`src/common/mc_consts.svh`:
```
////////////////////
// widths, credit depth and apb
// register offsets for the mc_edge link
////////////////////
`ifndef MC_CONSTS_SVH
`define MC_CONSTS_SVH

// request address and payload widths
`define MC_ADDR_WIDTH 8
`define MC_DATA_WIDTH 16

// node coordinate widths
`define MC_X_WIDTH 2
`define MC_Y_WIDTH 2

// hardware ceiling on outstanding credits, counter holds 0..8
`define MC_CREDIT_MAX 8
`define MC_CREDIT_WIDTH 4

// errant packet counter width
`define MC_CNT_WIDTH 16

// apb register offsets
`define MC_REG_CTRL 8'h00
`define MC_REG_LIMIT 8'h04
`define MC_REG_STATUS 8'h08
`define MC_REG_ERR 8'h0C

`endif

```
`src/common/mc_pkg.sv`:
```
////////////////////
// packet type, forward and return
// packets, shared link word
////////////////////
`include "mc_consts.svh"

package mc_pkg;

   // packet kinds carried on the link
   typedef enum logic [1:0]
   {
      pkt_write  = 2'd0,
      pkt_read   = 2'd1,
      pkt_credit = 2'd2
   } pkt_type_e;

   // forward request, 34 bits
   typedef struct packed
   {
      pkt_type_e                 pkt_type;
      logic [`MC_ADDR_WIDTH-1:0] addr;
      logic [`MC_DATA_WIDTH-1:0] data;
      logic [`MC_X_WIDTH-1:0]    dst_x;
      logic [`MC_Y_WIDTH-1:0]    dst_y;
      logic [`MC_X_WIDTH-1:0]    src_x;
      logic [`MC_Y_WIDTH-1:0]    src_y;
   } fwd_packet_s;

   // return packet, padded up to the forward width
   typedef struct packed
   {
      pkt_type_e                 pkt_type;
      logic [`MC_DATA_WIDTH-1:0] data;
      logic [`MC_X_WIDTH-1:0]    dst_x;
      logic [`MC_Y_WIDTH-1:0]    dst_y;
      logic [`MC_ADDR_WIDTH+`MC_X_WIDTH+`MC_Y_WIDTH-1:0] pad;
   } return_packet_s;

   // one link word, read as fwd on forward channels and rev on return channels
   typedef union packed
   {
      fwd_packet_s    fwd;
      return_packet_s rev;
   } link_word_u;

endpackage

```
`src/design/mc_edge_top.sv`:
```
////////////////////
// mc_edge top level: apb config,
// endpoint, router and east tieoff
////////////////////
`include "mc_consts.svh"

module mc_edge_top
(
   input  logic                      clk_i,
   input  logic                      reset_i,
   // request injection
   input  logic                      req_v,
   input  logic [`MC_ADDR_WIDTH-1:0] req_addr,
   input  logic [`MC_DATA_WIDTH-1:0] req_data,
   input  logic [`MC_X_WIDTH-1:0]    req_dst_x,
   input  logic [`MC_Y_WIDTH-1:0]    req_dst_y,
   input  mc_pkg::pkt_type_e         req_type,
   output logic                      req_ready,
   // local delivery
   output logic                      out_v,
   output logic [`MC_ADDR_WIDTH-1:0] out_addr,
   output logic [`MC_DATA_WIDTH-1:0] out_data,
   output logic [`MC_X_WIDTH-1:0]    out_src_x,
   output logic [`MC_Y_WIDTH-1:0]    out_src_y,
   input  logic                      out_ready,
   // apb slave
   input  logic                      psel,
   input  logic                      penable,
   input  logic                      pwrite,
   input  logic [`MC_ADDR_WIDTH-1:0] paddr,
   input  logic [`MC_DATA_WIDTH-1:0] pwdata,
   output logic [`MC_DATA_WIDTH-1:0] prdata,
   output logic                      pready
);

   // configuration fanout
   logic                        enable;
   logic [`MC_X_WIDTH-1:0]      node_x;
   logic [`MC_Y_WIDTH-1:0]      node_y;
   logic [`MC_CREDIT_WIDTH-1:0] credit_limit;
   logic [`MC_CREDIT_WIDTH-1:0] credits_used;
   logic                        errant_pulse;

   // endpoint to router
   logic               ep_fwd_v;
   mc_pkg::link_word_u ep_fwd_data;
   logic               ep_fwd_ready;

   // router to tieoff and back
   logic               east_fwd_v;
   mc_pkg::link_word_u east_fwd_data;
   logic               east_fwd_ready;
   logic               east_rev_v;
   mc_pkg::link_word_u east_rev_data;
   logic               east_rev_ready;

   // credit return toward the endpoint
   // the endpoint only counts pulses, the word stays visible here
   logic               ret_v;
   mc_pkg::link_word_u ret_data;

   mc_link_cfg cfg_i
   (
      .clk_i        (clk_i),
      .reset_i      (reset_i),
      .psel         (psel),
      .penable      (penable),
      .pwrite       (pwrite),
      .paddr        (paddr),
      .pwdata       (pwdata),
      .credits_used (credits_used),
      .errant_pulse (errant_pulse),
      .prdata       (prdata),
      .pready       (pready),
      .enable       (enable),
      .node_x       (node_x),
      .node_y       (node_y),
      .credit_limit (credit_limit)
   );

   mc_endpoint_out ep_i
   (
      .clk_i        (clk_i),
      .reset_i      (reset_i),
      .req_v        (req_v),
      .req_addr     (req_addr),
      .req_data     (req_data),
      .req_dst_x    (req_dst_x),
      .req_dst_y    (req_dst_y),
      .req_type     (req_type),
      .enable       (enable),
      .node_x       (node_x),
      .node_y       (node_y),
      .credit_limit (credit_limit),
      .ep_fwd_ready (ep_fwd_ready),
      .ret_v        (ret_v),
      .req_ready    (req_ready),
      .ep_fwd_v     (ep_fwd_v),
      .ep_fwd_data  (ep_fwd_data),
      .credits_used (credits_used)
   );

   mc_link_router rtr_i
   (
      .clk_i          (clk_i),
      .reset_i        (reset_i),
      .node_x         (node_x),
      .ep_fwd_v       (ep_fwd_v),
      .ep_fwd_data    (ep_fwd_data),
      .out_ready      (out_ready),
      .east_fwd_ready (east_fwd_ready),
      .east_rev_v     (east_rev_v),
      .east_rev_data  (east_rev_data),
      .ep_fwd_ready   (ep_fwd_ready),
      .out_v          (out_v),
      .out_addr       (out_addr),
      .out_data       (out_data),
      .out_src_x      (out_src_x),
      .out_src_y      (out_src_y),
      .east_fwd_v     (east_fwd_v),
      .east_fwd_data  (east_fwd_data),
      .east_rev_ready (east_rev_ready),
      .ret_v          (ret_v),
      .ret_data       (ret_data)
   );

   mc_link_tieoff tie_i
   (
      .east_fwd_v     (east_fwd_v),
      .east_fwd_data  (east_fwd_data),
      .east_rev_ready (east_rev_ready),
      .east_fwd_ready (east_fwd_ready),
      .east_rev_v     (east_rev_v),
      .east_rev_data  (east_rev_data),
      .errant_pulse   (errant_pulse)
   );

endmodule

```
`src/design/mc_link_cfg.sv`:
```
////////////////////
// apb register block: control,
// credit limit, status, errant counter
////////////////////
`include "mc_consts.svh"

module mc_link_cfg
(
   input  logic                        clk_i,
   input  logic                        reset_i,
   input  logic                        psel,
   input  logic                        penable,
   input  logic                        pwrite,
   input  logic [`MC_ADDR_WIDTH-1:0]   paddr,
   input  logic [`MC_DATA_WIDTH-1:0]   pwdata,
   input  logic [`MC_CREDIT_WIDTH-1:0] credits_used,
   input  logic                        errant_pulse,
   output logic [`MC_DATA_WIDTH-1:0]   prdata,
   output logic                        pready,
   output logic                        enable,
   output logic [`MC_X_WIDTH-1:0]      node_x,
   output logic [`MC_Y_WIDTH-1:0]      node_y,
   output logic [`MC_CREDIT_WIDTH-1:0] credit_limit
);

   // node coordinates sit above the enable bit in ctrl
   localparam int node_x_lsb = 4;
   localparam int node_y_lsb = node_x_lsb + `MC_X_WIDTH;

   logic                     wr_en;
   logic [`MC_CNT_WIDTH-1:0] err_cnt;

   // no wait states
   assign pready = 1'b1;

   // write lands in the access phase
   assign wr_en = psel & penable & pwrite;

   // control register
   always_ff @(posedge clk_i)
   begin
      if (!reset_i)
      begin
         enable <= 1'b0;
         node_x <= '0;
         node_y <= '0;
      end
      else if (wr_en && paddr == `MC_REG_CTRL)
      begin
         enable <= pwdata[0];
         node_x <= pwdata[node_x_lsb +: `MC_X_WIDTH];
         node_y <= pwdata[node_y_lsb +: `MC_Y_WIDTH];
      end
   end

   // credit limit, clipped to the hardware ceiling
   always_ff @(posedge clk_i)
   begin
      if (!reset_i)
         credit_limit <= `MC_CREDIT_WIDTH'(4);
      else if (wr_en && paddr == `MC_REG_LIMIT)
      begin
         if (pwdata > `MC_DATA_WIDTH'(`MC_CREDIT_MAX))
            credit_limit <= `MC_CREDIT_WIDTH'(`MC_CREDIT_MAX);
         else
            credit_limit <= pwdata[`MC_CREDIT_WIDTH-1:0];
      end
   end

   // errant packets seen at the edge
   // any write clears, otherwise count up and stick at all ones
   always_ff @(posedge clk_i)
   begin
      if (!reset_i)
         err_cnt <= '0;
      else if (wr_en && paddr == `MC_REG_ERR)
         err_cnt <= '0;
      else if (errant_pulse && err_cnt != '1)
         err_cnt <= err_cnt + 1'b1;
   end

   // read mux, valid in the access cycle
   always_comb
   begin
      prdata = '0;
      case (paddr)
         `MC_REG_CTRL:
         begin
            prdata[0] = enable;
            prdata[node_x_lsb +: `MC_X_WIDTH] = node_x;
            prdata[node_y_lsb +: `MC_Y_WIDTH] = node_y;
         end
         `MC_REG_LIMIT:
            prdata[`MC_CREDIT_WIDTH-1:0] = credit_limit;
         `MC_REG_STATUS:
            prdata[`MC_CREDIT_WIDTH-1:0] = credits_used;
         `MC_REG_ERR:
            prdata = err_cnt;
         // unmapped offsets read zero
         default:
            prdata = '0;
      endcase
   end

endmodule

```
`src/design/mc_link_tieoff.sv`:
```
////////////////////
// east edge tieoff: absorbs
// forward packets, answers with credits
////////////////////

module mc_link_tieoff
(
   input  logic               east_fwd_v,
   input  mc_pkg::link_word_u east_fwd_data,
   input  logic               east_rev_ready,
   output logic               east_fwd_ready,
   output logic               east_rev_v,
   output mc_pkg::link_word_u east_rev_data,
   output logic               errant_pulse
);

   mc_pkg::fwd_packet_s    in_pkt;
   mc_pkg::return_packet_s credit_pkt;

   // incoming word read as a request
   assign in_pkt = east_fwd_data.fwd;

   // absorb only when the credit can leave in the same cycle
   assign east_fwd_ready = east_rev_ready;

   // credit back to whoever sent the packet, no payload
   always_comb
   begin
      credit_pkt.pkt_type = mc_pkg::pkt_credit;
      credit_pkt.data     = '0;
      credit_pkt.dst_x    = in_pkt.src_x;
      credit_pkt.dst_y    = in_pkt.src_y;
      credit_pkt.pad      = '0;
   end

   // every forward packet turns straight into a return
   assign east_rev_v        = east_fwd_v;
   assign east_rev_data.rev = credit_pkt;

   // nothing should route off the edge
   // flag each packet swallowed here
   assign errant_pulse = east_fwd_v & east_rev_ready;

endmodule

```
`src/endpoint/mc_endpoint_out.sv`:
```
////////////////////
// request injector with output
// register and credit counter
////////////////////
`include "mc_consts.svh"

module mc_endpoint_out
(
   input  logic                        clk_i,
   input  logic                        reset_i,
   input  logic                        req_v,
   input  logic [`MC_ADDR_WIDTH-1:0]   req_addr,
   input  logic [`MC_DATA_WIDTH-1:0]   req_data,
   input  logic [`MC_X_WIDTH-1:0]      req_dst_x,
   input  logic [`MC_Y_WIDTH-1:0]      req_dst_y,
   input  mc_pkg::pkt_type_e           req_type,
   input  logic                        enable,
   input  logic [`MC_X_WIDTH-1:0]      node_x,
   input  logic [`MC_Y_WIDTH-1:0]      node_y,
   input  logic [`MC_CREDIT_WIDTH-1:0] credit_limit,
   input  logic                        ep_fwd_ready,
   input  logic                        ret_v,
   output logic                        req_ready,
   output logic                        ep_fwd_v,
   output mc_pkg::link_word_u          ep_fwd_data,
   output logic [`MC_CREDIT_WIDTH-1:0] credits_used
);

   logic req_fire;
   logic fwd_fire;

   // take a request only with an empty register, spare credit and enable set
   // compare with < so a lowered limit also blocks
   assign req_ready = enable & ~ep_fwd_v & (credits_used < credit_limit);
   assign req_fire  = req_v & req_ready;
   assign fwd_fire  = ep_fwd_v & ep_fwd_ready;

   // output valid, held until the router takes it
   always_ff @(posedge clk_i)
   begin
      if (!reset_i)
         ep_fwd_v <= 1'b0;
      else if (req_fire)
         ep_fwd_v <= 1'b1;
      else if (fwd_fire)
         ep_fwd_v <= 1'b0;
   end

   // packet payload, our own coordinates as source
   always_ff @(posedge clk_i)
   begin
      if (req_fire)
      begin
         ep_fwd_data.fwd.pkt_type <= req_type;
         ep_fwd_data.fwd.addr     <= req_addr;
         ep_fwd_data.fwd.data     <= req_data;
         ep_fwd_data.fwd.dst_x    <= req_dst_x;
         ep_fwd_data.fwd.dst_y    <= req_dst_y;
         ep_fwd_data.fwd.src_x    <= node_x;
         ep_fwd_data.fwd.src_y    <= node_y;
      end
   end

   // outstanding credits
   // up on a new request, down on each return pulse, both at once cancel
   always_ff @(posedge clk_i)
   begin
      if (!reset_i)
         credits_used <= '0;
      else
      begin
         case ({req_fire, ret_v})
            2'b10:
               credits_used <= credits_used + 1'b1;
            2'b01:
            begin
               // a stray return never wraps the count
               if (credits_used != '0)
                  credits_used <= credits_used - 1'b1;
            end
            default:
               credits_used <= credits_used;
         endcase
      end
   end

endmodule

```
`src/router/mc_link_router.sv`:
```
////////////////////
// one column router: local buffer,
// east forwarding, credit return arbiter
////////////////////
`include "mc_consts.svh"

module mc_link_router
(
   input  logic                      clk_i,
   input  logic                      reset_i,
   input  logic [`MC_X_WIDTH-1:0]    node_x,
   input  logic                      ep_fwd_v,
   input  mc_pkg::link_word_u        ep_fwd_data,
   input  logic                      out_ready,
   input  logic                      east_fwd_ready,
   input  logic                      east_rev_v,
   input  mc_pkg::link_word_u        east_rev_data,
   output logic                      ep_fwd_ready,
   output logic                      out_v,
   output logic [`MC_ADDR_WIDTH-1:0] out_addr,
   output logic [`MC_DATA_WIDTH-1:0] out_data,
   output logic [`MC_X_WIDTH-1:0]    out_src_x,
   output logic [`MC_Y_WIDTH-1:0]    out_src_y,
   output logic                      east_fwd_v,
   output mc_pkg::link_word_u        east_fwd_data,
   output logic                      east_rev_ready,
   output logic                      ret_v,
   output mc_pkg::link_word_u        ret_data
);

   logic                        is_local;
   logic                        local_fire;
   logic                        deliver;
   logic [`MC_CREDIT_WIDTH-1:0] pend_q;
   logic                        local_req;
   logic                        grant_east;
   logic                        grant_local;
   logic                        prio_local_q;
   logic [`MC_X_WIDTH-1:0]      last_src_x;
   logic [`MC_Y_WIDTH-1:0]      last_src_y;
   mc_pkg::return_packet_s      local_pkt;

   // single column, so only x decides local vs east
   assign is_local   = (ep_fwd_data.fwd.dst_x == node_x);
   assign local_fire = ep_fwd_v & is_local & ep_fwd_ready;
   assign deliver    = out_v & out_ready;

   // buffer refills in the cycle it drains
   assign ep_fwd_ready = is_local ? (~out_v | out_ready) : east_fwd_ready;

   // east path is combinational
   assign east_fwd_v    = ep_fwd_v & ~is_local;
   assign east_fwd_data = ep_fwd_data;

   // one-entry local delivery buffer
   always_ff @(posedge clk_i)
   begin
      if (!reset_i)
         out_v <= 1'b0;
      else if (local_fire)
         out_v <= 1'b1;
      else if (deliver)
         out_v <= 1'b0;
   end

   always_ff @(posedge clk_i)
   begin
      if (local_fire)
      begin
         out_addr  <= ep_fwd_data.fwd.addr;
         out_data  <= ep_fwd_data.fwd.data;
         out_src_x <= ep_fwd_data.fwd.src_x;
         out_src_y <= ep_fwd_data.fwd.src_y;
      end
      // credit destination is the sender of the delivered packet
      if (deliver)
      begin
         last_src_x <= out_src_x;
         last_src_y <= out_src_y;
      end
   end

   // arbiter
   // tieoff is held off only when local credits wait and own the priority
   assign local_req      = (pend_q != '0);
   assign east_rev_ready = ~(local_req & prio_local_q);
   assign grant_east     = east_rev_v & east_rev_ready;
   assign grant_local    = local_req & ~grant_east;

   // pending local credits, queued at delivery
   always_ff @(posedge clk_i)
   begin
      if (!reset_i)
         pend_q <= '0;
      else if (deliver && !grant_local)
         pend_q <= pend_q + 1'b1;
      else if (!deliver && grant_local)
         pend_q <= pend_q - 1'b1;
   end

   // flip priority each time both sides compete
   always_ff @(posedge clk_i)
   begin
      if (!reset_i)
         prio_local_q <= 1'b0;
      else if (east_rev_v && local_req)
         prio_local_q <= ~prio_local_q;
   end

   // local credit word
   always_comb
   begin
      local_pkt.pkt_type = mc_pkg::pkt_credit;
      local_pkt.data     = '0;
      local_pkt.dst_x    = last_src_x;
      local_pkt.dst_y    = last_src_y;
      local_pkt.pad      = '0;
   end

   // one credit per pulse toward the endpoint
   assign ret_v        = grant_east | grant_local;
   assign ret_data.rev = grant_east ? east_rev_data.rev : local_pkt;

endmodule

```
`config.mk`:
```
export PLATFORM = sky130hd
export DESIGN_NAME = mc_edge_top
export DESIGN_NICKNAME = d
export VERILOG_FILES = /design/src/common/mc_pkg.sv /design/src/design/mc_edge_top.sv /design/src/design/mc_link_cfg.sv /design/src/design/mc_link_tieoff.sv /design/src/endpoint/mc_endpoint_out.sv /design/src/router/mc_link_router.sv
export VERILOG_INCLUDE_DIRS = /design/src /design/src/common
export SDC_FILE = /design/constraint.sdc
export NUM_CORES = 1
export LEC_CHECK = 0
export BUFFER_PORTS_ARGS = -buffer_cell sky130_fd_sc_hd__clkbuf_2
export CORE_AREA = 2 2 103 95
export CTS_CLUSTER_DIAMETER = 50
export DETAILED_ROUTE_END_ITERATION = 10
export DIE_AREA = 0 0 105 97
export PLACE_DENSITY_LB_ADDON = 0.08
export REMOVE_ABC_BUFFERS = 1
export SLEW_MARGIN = 0
export SYNTH_ARGS = -nofsm -noshare
export SYNTH_HDL_FRONTEND = slang
export SYNTH_SLANG_ARGS = --single-unit
```
`constraint.sdc`:
```
create_clock -name clk_i -period 3.5 [get_ports clk_i]
set_clock_uncertainty 0.2 [all_clocks]
set_input_delay 0.35 -clock clk_i [delete_from_list [all_inputs] [get_ports clk_i]]
set_output_delay 0.35 -clock clk_i [all_outputs]
set_load 0.01 [all_outputs]
```
Word-level counts from Yosys, hierarchy flattened
Cells that the tools add are included.
{ "totals": {"wordCells": 84, "ff_bits": 96, "output_inout_bits": 47, "inputBits": 61} }
{ "op_classes": {"add_sub_neg": 5, "magnitude_cmp": 2, "n_bitwise": 22, "n_mux": 14, "n_eq_ne": 8, "n_reduce_logical": 18} }
{ "ops": {"columns": ["operator", "count"], "rows": [
  ["$add 16x1->16 const B", 1],
  ["$eq 8x4->1 const B", 2],
  ["$gt 16x4->1 const B", 1],
  ["$mux 4", 4],
  ["$ne 16x16->1 const B", 1],
  ["$pmux 4 s2", 2],
  ["$and 1x1->1", 13],
  ["$pmux 3 s3", 1],
  ["$add 4x1->4 const B", 2],
  ["$eq 8x3->1 const B", 1],
  ["$logic_not 8->1", 1],
  ["$mux 8", 1],
  ["$reduce_bool 2->1", 4],
  ["$reduce_bool 4->1", 2],
  ["$sub 4x1->4 const B", 2],
  ["$logic_and 1x1->1", 7],
  ["$not 1->1", 7],
  ["$mux 1", 5],
  ["$lt 4x4->1", 1],
  ["$pmux 1 s4", 1],
  ["$eq 2x1->1 const B", 1],
  ["$eq 2x2->1", 1],
  ["$eq 2x2->1 const B", 1],
  ["$logic_not 1->1", 2],
  ["4 further kinds", 5]
]} }

Longest topological paths before layout
Gate-level depths: netlist of run 1.
{ "depth": {"ltp_word": 10, "mapped_depth": 13, "ltp_nobuf": 13} }

Modules after synthesis
From an unflattened synthesis of run 1, not the netlist that was laid out.
{ "unflattened": {"hier_cells": 453, "hier_area_um2": 5128.7} }
{ "by_module_without_submodules": {"columns": ["mod", "cells_per_inst", "instances", "seq_area_each_um2", "area_each_um2"], "rows": [
  ["mc_link_router", 152, 1, 1081.0, 1909.3],
  ["mc_link_cfg", 178, 1, 500.5, 1483.9],
  ["mc_endpoint_out", 84, 1, 1121.1, 1451.4],
  ["mc_link_tieoff", 39, 1, 0.0, 284.0]
]} }

Worst setup path before layout of run 1
No wires, ideal clock.
{ "synth_timing": {"path_kind": "reg2reg", "from": "reg ep_i.ep_fwd_data[6] (netlist bit)", "to": "reg rtr_i.pend_q[3]", "arrival_time_ns": 2.798, "slack_ns": 0.426, "setup_ns": 0.076, "required_time_ns": 3.224, "synth_period_minus_slack_ns": 3.074, "n_path_buf": 1, "stages_incl_launch_ff": 13, "path_cell_list": "edfxtp_1 xor2_1 o221ai_2 buf_6 or2b_2 ha_1 inv_1 ha_1 a21o_2 a21oi_1 xnor2_1 or3_1 a21boi_0"} }
{ "synth_between": {"elab_chain_cells": 9, "word_cells_on_any_way": 11, "cone_classes": "eq/ne: 1; mux: 1; bitwise: 5; reduce/logical: 4"} }
{ "synth_lines": {"columns": ["element", "line", "rtl"], "rows": [
  ["start, declared", "mc_endpoint_out.sv:25", "output mc_pkg::link_word_u ep_fwd_data,"],
  ["$eq 2x2->1 *", "mc_link_router.sv:44", "assign is_local = (ep_fwd_data.fwd.dst_x == node_x);"],
  ["$not 1->1 *", "mc_link_router.sv:52", "assign east_fwd_v = ep_fwd_v & ~is_local;"],
  ["$and 1x1->1 *", "mc_link_router.sv:52", null],
  ["$and 1x1->1 *", "mc_link_router.sv:87", "assign grant_east = east_rev_v & east_rev_ready;"],
  ["$not 1->1 *", "mc_link_router.sv:88", "assign grant_local = local_req & ~grant_east;"],
  ["$and 1x1->1 *", "mc_link_router.sv:88", null],
  ["$logic_not 1->1", "mc_link_router.sv:95", "else if (deliver && !grant_local)"],
  ["$logic_and 1x1->1", "mc_link_router.sv:95", null],
  ["$mux 4 / $reduce_bool 2->1 (equally long branches)", null, null],
  ["end signal, assigned", "mc_link_router.sv:96", "pend_q <= pend_q + 1'b1;"],
  ["end signal, assigned", "mc_link_router.sv:98", "pend_q <= pend_q - 1'b1;"],
  ["end, declared", "mc_link_router.sv:34", "logic [`MC_CREDIT_WIDTH-1:0] pend_q;"]
]} }
Every way passes the cells marked *; elsewhere a longest branch is shown, timed or not.
A chain may end at the register's enable or synchronous reset.

Final worst setup path of run 1
{ "layout_timing": {"from": "reg rtr_i.pend_q[0]", "to": "reg rtr_i.pend_q[3]"} }
{ "layout_between": {"elab_chain_cells": 9, "word_cells_on_any_way": 14, "cone_classes": "add/sub: 2; mux: 2; bitwise: 5; reduce/logical: 5"} }
{ "layout_lines": {"columns": ["element", "line", "rtl"], "rows": [
  ["$reduce_bool 4->1", "mc_link_router.sv:85", "assign local_req = (pend_q != '0);"],
  ["$and 1x1->1", "mc_link_router.sv:86", "assign east_rev_ready = ~(local_req & prio_local_q);"],
  ["$not 1->1", "mc_link_router.sv:86", null],
  ["$and 1x1->1", "mc_link_router.sv:87", null],
  ["$not 1->1", "mc_link_router.sv:88", null],
  ["$and 1x1->1", "mc_link_router.sv:88", null],
  ["$logic_not 1->1", "mc_link_router.sv:95", null],
  ["$logic_and 1x1->1", "mc_link_router.sv:95", null],
  ["$mux 4 / $reduce_bool 2->1 (equally long branches)", null, null]
]} }
Parallel ways exist; a longest one is shown, timed or not. The select of a mux whose other input is x is not followed.

==> results.py, run 1 <==
metrics = {
    "run_status": {
        "outcome": "finished clean",
    },
    "clock_tree": {
        "htreeDepth": 3,
        "cts.clk_slew.worst_paths_ns": 0.09,
        "clkLatencyLatePin_ns": 0.36,
        "cts.sinks": 94,
        "cts_buffer_depth": 2,
        "cts.repair.resized": 0,
        "cts_root_buf": "clkbuf_8",
        "cts_tree": "built",
        "cts_made_buffers": 9,
    },
    "final_layout": {
        "finalNetCount": 525,
        "multi_input_area_sq_mm": 0.00147,
        "diodes": 0,
        "fill_cells": 793,
        "area_delta_synth_final_pct": 26.8,
        "regArea_sq_mm": 0.00246,
        "drive_above_1_share": 0.303,
    },
    "critical_path": {
        "cp.arrival_ns": 3.05,
        "cp_max_fo": 6,
        "timing_worst_setup_path_type": "flop to flop",
        "critPathCaptureType": "flop",
        "worst_ep_required_time_ns": 3.58,
        "cp-start-kind": "flop",
    },
    "detailed_routing": {
        "vias_per_cell": 4.84,
        "num_vias": 2806,
        "first_iter_violations": 122,
        "drc_errors": 0,
        "ant_nets": 0,
        "routed_wl_microns": 8030,
        "wl_per_cell_microns": 13.8,
        "drt_first_pass_iters": 4,
    },
    "yosys": {
        "async_flop_share": 0,
        "synthXorXnorAreaFrac": 0.0434,
        "synth_commonest_cells": "edfxtp_1, dfxtp_1, nor2_1",
        "synth_top_area_cell": "edfxtp_1",
        "synth-simple-area-share": 0.185,
        "yosysWarningCount": 0,
        "synth-adder-area-share": 0.0378,
        "yosysMostFrequentCell": "edfxtp_1",
        "yosysTopAreaCellShare": 0.432,
        "synth_edf_count": 58,
        "synthTopCellsByArea": "edfxtp_1, dfxtp_1, xnor2_1",
        "synth_cell_type_count": 50,
        "synth_top_family_by_area": "simple AND/OR/NAND/NOR gates",
        "ys_ff_latch": 94,
        "synth_area_sq_mm": 0.00403,
        "muxShareOfSynthArea": 0.0385,
        "synth_area_per_cell_sq_um": 12.6,
        "synth_compound_area_frac": 0.0602,
        "synthFlopType": "edfxtp_1",
        "synth.yosys.seq_area_share": 0.610,
        "netlist_instances": 320,
    },
    "floorplanning": {
        "io_pins": 108,
        "dieArea_sq_mm": 0.0102,
        "rows": 33,
        "start_util": 0.448,
        "die_y_microns": 97,
        "core-area_sq_mm": 0.00900,
        "die_x_microns": 105,
    },
    "global_routing": {
        "grt-ovfl-total": 0,
        "grt_pass1_vias": 2781,
        "grt_max_degree": 31,
        "grt_util_all_layers": 0.169,
        "grt_pass1_wl_microns": 13600,
        "grt_antenna_before_repair": 0,
    },
    "power_and_ir_drop": {
        "powerDensity_mw_per_mm2": 463,
        "p_leak_nw": 1.99,
        "peakVddDrop_v": 0.000328,
    },
    "placed_design": {
        "hpwl_microns": 5690,
        "gp_congestion": 0.760,
        "io_buffers": 102,
    },
    "worst_hold_path": {
        "worstHoldPathType": "primary input to flop",
    },
    "sta": {
        "clock.fmax_mhz": 337,
        "whs_ns": 0.0315,
        "fin_tns_setup_ns": 0,
        "rsz0062_at_grt": "no",
        "period_minus_slack_ns": 2.97,
        "worst_slew_pin_slew_ns": 0.859,
        "maxSlewHeadroom": 0.422,
        "final_max_slew_viol_count": 0,
        "finalCritPeriodShare": 0.849,
        "finalHoldViolCount": 0,
        "setup-violations-final": 0,
    },
    "job": {
        "cap_violations": 0,
    },
}
-- where the power goes --
| part | switching, mW | total [mW] | internal, mW |
|---|---|---|---|
| sequential | 0.0493 | 1.25 | 1.20 |
| combinational | 0.203 | 0.440 | 0.237 |
| clock | 0.403 | 0.677 | 0.274 |
-- cells in the final DEF (no fill, tap or decap), types with 10 or more instances in the layout --
cell / instances
dfxtp_1: 36
mux2i_1: 11
nand2_1: 20
nor2_1: 28
and2_1: 13
nor4_1: 12
xnor2_1: 18
edfxtp_1: 58
dlygate4sd3_1: 26
nand3_1: 12
clkbuf_2: 102
inv_1: 10
-- flip-flops by register name, indices dropped and copies added (netlist names) --
register            cells
cfg_i.credit_limit      4
cfg_i.enable            1
cfg_i.err_cnt          16
cfg_i.node_x            2
cfg_i.node_y            2
ep_i.credits_used       4
ep_i.ep_fwd_data       30
ep_i.ep_fwd_v           1
rtr_i.out_addr          8
rtr_i.out_data         16
rtr_i.out_src_x         2
rtr_i.out_src_y         2
rtr_i.out_v             1
rtr_i.pend_q            4
rtr_i.prio_local_q      1
-- stage by stage --
step	setup WS, ns	utilization	instances	cell area (sq um)	power, mW
2_1_floorplan	0.330	-	310	3970	1.59
3_3_place_gp	0.624	0.518	538	4670	1.68
3_5_place_dp	0.525	0.518	538	4670	1.70
4_1_cts	0.497	0.568	580	5120	2.40
5_1_grt	0.292	0.568	580	5120	2.52
6_report	0.529	0.568	580	5120	2.37
-- cells by family after synthesis --
logic type                 count (synthesis)
and+or+nand+nor                          128
DFF                                       94
AOI/OAI and AO/OA                         32
xor gates and xnor gates                  20
buffers and inverters                     20
muxes                                     14
adders and majority gates                 11
other                                      1
-- path summary, 6_finish.rpt --
check | slack [ns] | to | start | cells past startpoint
max reg2reg | 0.53 | rtr_i.pend_q[3]$_SDFFE_PN0P_ | rtr_i.pend_q[0]$_SDFFE_PN0P_ | 11
min | 0.03 | cfg_i.credit_limit[2]$_SDFFE_PN1P_ | pwdata[2] | 3
max | 0.53 | rtr_i.pend_q[3]$_SDFFE_PN0P_ | rtr_i.pend_q[0]$_SDFFE_PN0P_ | 11
min reg2reg | 0.22 | rtr_i.out_src_x[1]$_DFFE_PP_ | ep_i.ep_fwd_data[3]$_DFFE_PP_ | 0
-- layout make-up --
cell class | instances | share of cell area
clock buffer | 9 | 0.0242
tap | 122 | 0.0298
sequential | 94 | 0.481
inverter | 10 | 0.00734
timing repair buffer | 132 | 0.157
clock inverter | 7 | 0.0127
multi-input combinational | 206 | 0.288
-- repair_timing --
action | 4_1_cts | 5_1_grt
hold endpoints to repair | 26 | 0
setup buffers | 0 | 0
hold buffers | 26 | 0
-- worst max-delay path, cell delays in order, from the launching register on --
cell	delay (ns)
dfxtp_1	0.39
nor4_4	0.42
o221ai_2	0.16
or2b_2	0.18
ha_1	0.18
inv_1	0.10
ha_1	0.31
a21o_2	0.21
a21oi_1	0.18
xnor2_1	0.09
or3_1	0.29
a21boi_0	0.19
-- metal layers --
| metal | track usage | share of wire | up-vias |
|---|---|---|---|
| met1 | 0.216 | 0.47 | 1286 |
| met2 | 0.280 | 0.47 | 78 |
| li1 | - | - | 1428 |
| met4 | 0.0626 | 0.017 | 0 |
| met5 | 0 | 0 | - |
| met3 | 0.0377 | 0.042 | 14 |
(Power assumes the default switching activity.)
==> run 2, diff against run 1 <==
- ABC_AREA: not set -> 1
- CORE_AREA: 2 2 103 95 -> 2 2 105 97
- DIE_AREA: 0 0 105 97 -> 0 0 107 99
- clock period: 3.5 -> 2.85 ns (I/O delays scaled with it)
==> results.py, run 2 <==
metrics = {
    "final_layout": {
        "fill_cells": 885,
        "finalNonFillerCells": 683,
        "final_cell_mix": "clkbuf_2, nand2_1, edfxtp_1",
        "largest_reg_flops": 30,
        "top_register": "ep_i.ep_fwd_data",
        "stdcell_area_sq_mm": 0.00529,
        "utilization": 0.558,
        "area_delta_synth_final_pct": 27.7,
        "diodes": 0,
        "multi_input_area_sq_mm": 0.00140,
        "final_common_cell": "clkbuf_2",
        "drive_above_1_share": 0.280,
        "regArea_sq_mm": 0.00246,
        "reg_top3": "ep_i.ep_fwd_data: 30 flops, cfg_i.err_cnt: 16 flops, rtr_i.out_data: 16 flops",
        "finalNetCount": 624,
    },
    "yosys": {
        "synthTopCellsByArea": "edfxtp_1, dfxtp_1, nand2_1",
        "synth-adder-area-share": 0.0368,
        "synth_area_per_cell_sq_um": 10.1,
        "synth-simple-area-share": 0.186,
        "muxShareOfSynthArea": 0,
        "async_flop_share": 0,
        "synth_commonest_cells": "nand2_1, edfxtp_1, inv_1",
        "synth_area_sq_mm": 0.00414,
        "yosysWarningCount": 0,
        "synth_top_family_by_area": "simple AND/OR/NAND/NOR gates",
        "synthFlopType": "edfxtp_1",
        "ys_ff_latch": 94,
        "yosysTopAreaCellShare": 0.420,
        "netlist_instances": 412,
        "synth_cell_type_count": 39,
        "synthXorXnorAreaFrac": 0.0254,
        "synth_top_area_cell": "edfxtp_1",
        "synth_compound_area_frac": 0.0870,
        "synth.yosys.seq_area_share": 0.594,
        "yosysMostFrequentCell": "nand2_1",
        "synth_edf_count": 58,
    },
    "critical_path": {
        "critPathSlowestCell": "dfxtp_2",
        "cp-start-kind": "flop",
        "critPathCaptureType": "flop",
        "worst_ep_required_time_ns": 2.89,
        "worstPathCellList": "inv_1, nand2_1, nand2_1, nand2_2, nand2_2, a21oi_4, inv_1, nand2_1, ha_1, inv_1, ha_1, nand2_1, nand2_1, a21oi_2, nor2_1, nor2_1, nand2_1, o21ai_1, a21oi_1",
        "path_buf_inv": 3,
        "timing_worst_setup_path_type": "flop to flop",
        "crit_path_frequent_cell": "nand2_1",
        "crit_family": "simple AND/OR/NAND/NOR gates",
        "critPathMaxStageDelay_ns": 0.35,
        "cp.arrival_ns": 2.63,
        "cp_max_fo": 3,
    },
    "global_routing": {
        "grt-ovfl-total": 0,
        "grt_pass1_wl_microns": 14500,
        "grt_antenna_before_repair": 0,
        "grt_util_all_layers": 0.173,
        "grt_pass1_vias": 3125,
        "grt_max_degree": 31,
    },
    "sta": {
        "fin_tns_setup_ns": 0,
        "worst_slew_pin_slew_ns": 0.537,
        "finalHoldViolCount": 0,
        "final_max_slew_viol_count": 0,
        "finalCritPeriodShare": 0.907,
        "whs_ns": 0.0293,
        "setup-violations-final": 0,
        "period_minus_slack_ns": 2.59,
        "clock.fmax_mhz": 387,
        "maxSlewHeadroom": 0.639,
        "rsz0062_at_grt": "no",
        "setup_slack_ns": 0.265,
    },
    "detailed_routing": {
        "first_iter_violations": 134,
        "ant_nets": 0,
        "drc_errors": 0,
        "wl_per_cell_microns": 12.7,
        "routed_wl_microns": 8660,
        "vias_per_cell": 4.73,
        "num_vias": 3232,
        "drt_first_pass_iters": 6,
    },
    "clock_tree": {
        "clkLatencyLatePin_ns": 0.35,
        "cts_tree": "built",
        "cts.sinks": 94,
        "htreeDepth": 3,
        "cts_made_buffers": 9,
        "cts_buffer_depth": 2,
        "cts.clk_slew.worst_paths_ns": 0.10,
        "postCtsSetupRepairBufs": 0,
        "cts_root_buf": "clkbuf_8",
    },
    "worst_hold_path": {
        "worstHoldPathType": "primary input to flop",
    },
    "floorplanning": {
        "dieArea_sq_mm": 0.0106,
        "start_util": 0.437,
        "die_y_microns": 99,
        "io_pins": 108,
        "die_x_microns": 107,
        "core-area_sq_mm": 0.00949,
        "rows": 34,
    },
    "power_and_ir_drop": {
        "clkPwrFrac": 0.282,
        "power_frac_comb": 0.202,
        "p_total_mw": 2.96,
        "peakVddDrop_v": 0.000300,
        "p_seq_frac": 0.516,
        "p_leak_nw": 2.14,
        "p_sw_uw": 885,
        "swShare": 0.299,
        "power.internal_mw": 2.08,
        "powerDensity_mw_per_mm2": 560,
    },
    "job": {
        "cap_violations": 0,
    },
    "run_status": {
        "outcome": "finished clean",
    },
    "placed_design": {
        "dpl_cell_area_sq_mm": 0.00479,
        "pre_cts_ws_ns": 0.193,
        "gp_congestion": 0.848,
        "placed_cells": 636,
        "io_buffers": 102,
        "hpwl_microns": 6210,
    },
}
run 2: area by class of cell:
class | count | share of cell area
timing repair buffer | 135 | 0.158
clock inverter | 7 | 0.0118
clock buffer | 9 | 0.0234
tap | 126 | 0.0298
multi-input combinational | 247 | 0.265
sequential | 94 | 0.466
inverter | 65 | 0.0466
run 2: logic make-up (layout without fill, tap and decap cells):
group | after synthesis | in the layout
other cells | 1 | 1
simple gates | 161 | 161
buf+inv | 71 | 216
compound gates | 62 | 62
fa+ha+maj | 11 | 11
xor+xnor | 12 | 12
flops | 94 | 94
run 2: power by group through the flow:
stage               Sequential, mW  Combinational (mW)  Clock [mW]
global route                  1.54               0.692       0.932
finish                        1.53               0.597       0.837
global placement              1.56               0.533           0
floorplan                     1.55               0.421           0
detailed placement            1.56               0.552           0
CTS                           1.53               0.592       0.870
run 2: path summary, 6_finish.rpt:
| path | depth (start not counted) | slack (ns) | to | startpoint |
|---|---|---|---|---|
| min | 3 | 0.03 | cfg_i.node_y[0]$_SDFFE_PN0P_ | pwdata[6] |
| max reg2reg | 19 | 0.26 | rtr_i.pend_q[3]$_SDFFE_PN0P_ | cfg_i.node_x[0]$_SDFFE_PN0P_ |
| max | 19 | 0.26 | rtr_i.pend_q[3]$_SDFFE_PN0P_ | cfg_i.node_x[0]$_SDFFE_PN0P_ |
| min reg2reg | 0 | 0.22 | rtr_i.out_src_x[1]$_DFFE_PP_ | ep_i.ep_fwd_data[3]$_DFFE_PP_ |
run 2: repair_timing:
item | CTS | global route
gates resized for setup | 0 | 3
hold buffers | 31 | 0
endpoints found under the setup margin | 0 | 1
endpoints found under the hold margin | 31 | 0
run 2: tightest hold or removal path: stages:
cell      delay (ns)
clkbuf_2        0.11
nor2_1          0.05
nor2_1          0.10
run 2: metal layers:
layer	vias to the layer above	GRT usage	part of all wire
li1	1652	-	-
met1	1496	0.234	0.49
met2	80	0.283	0.46
met3	4	0.0390	0.044
met4	0	0.0470	0.0067
met5	-	0	0
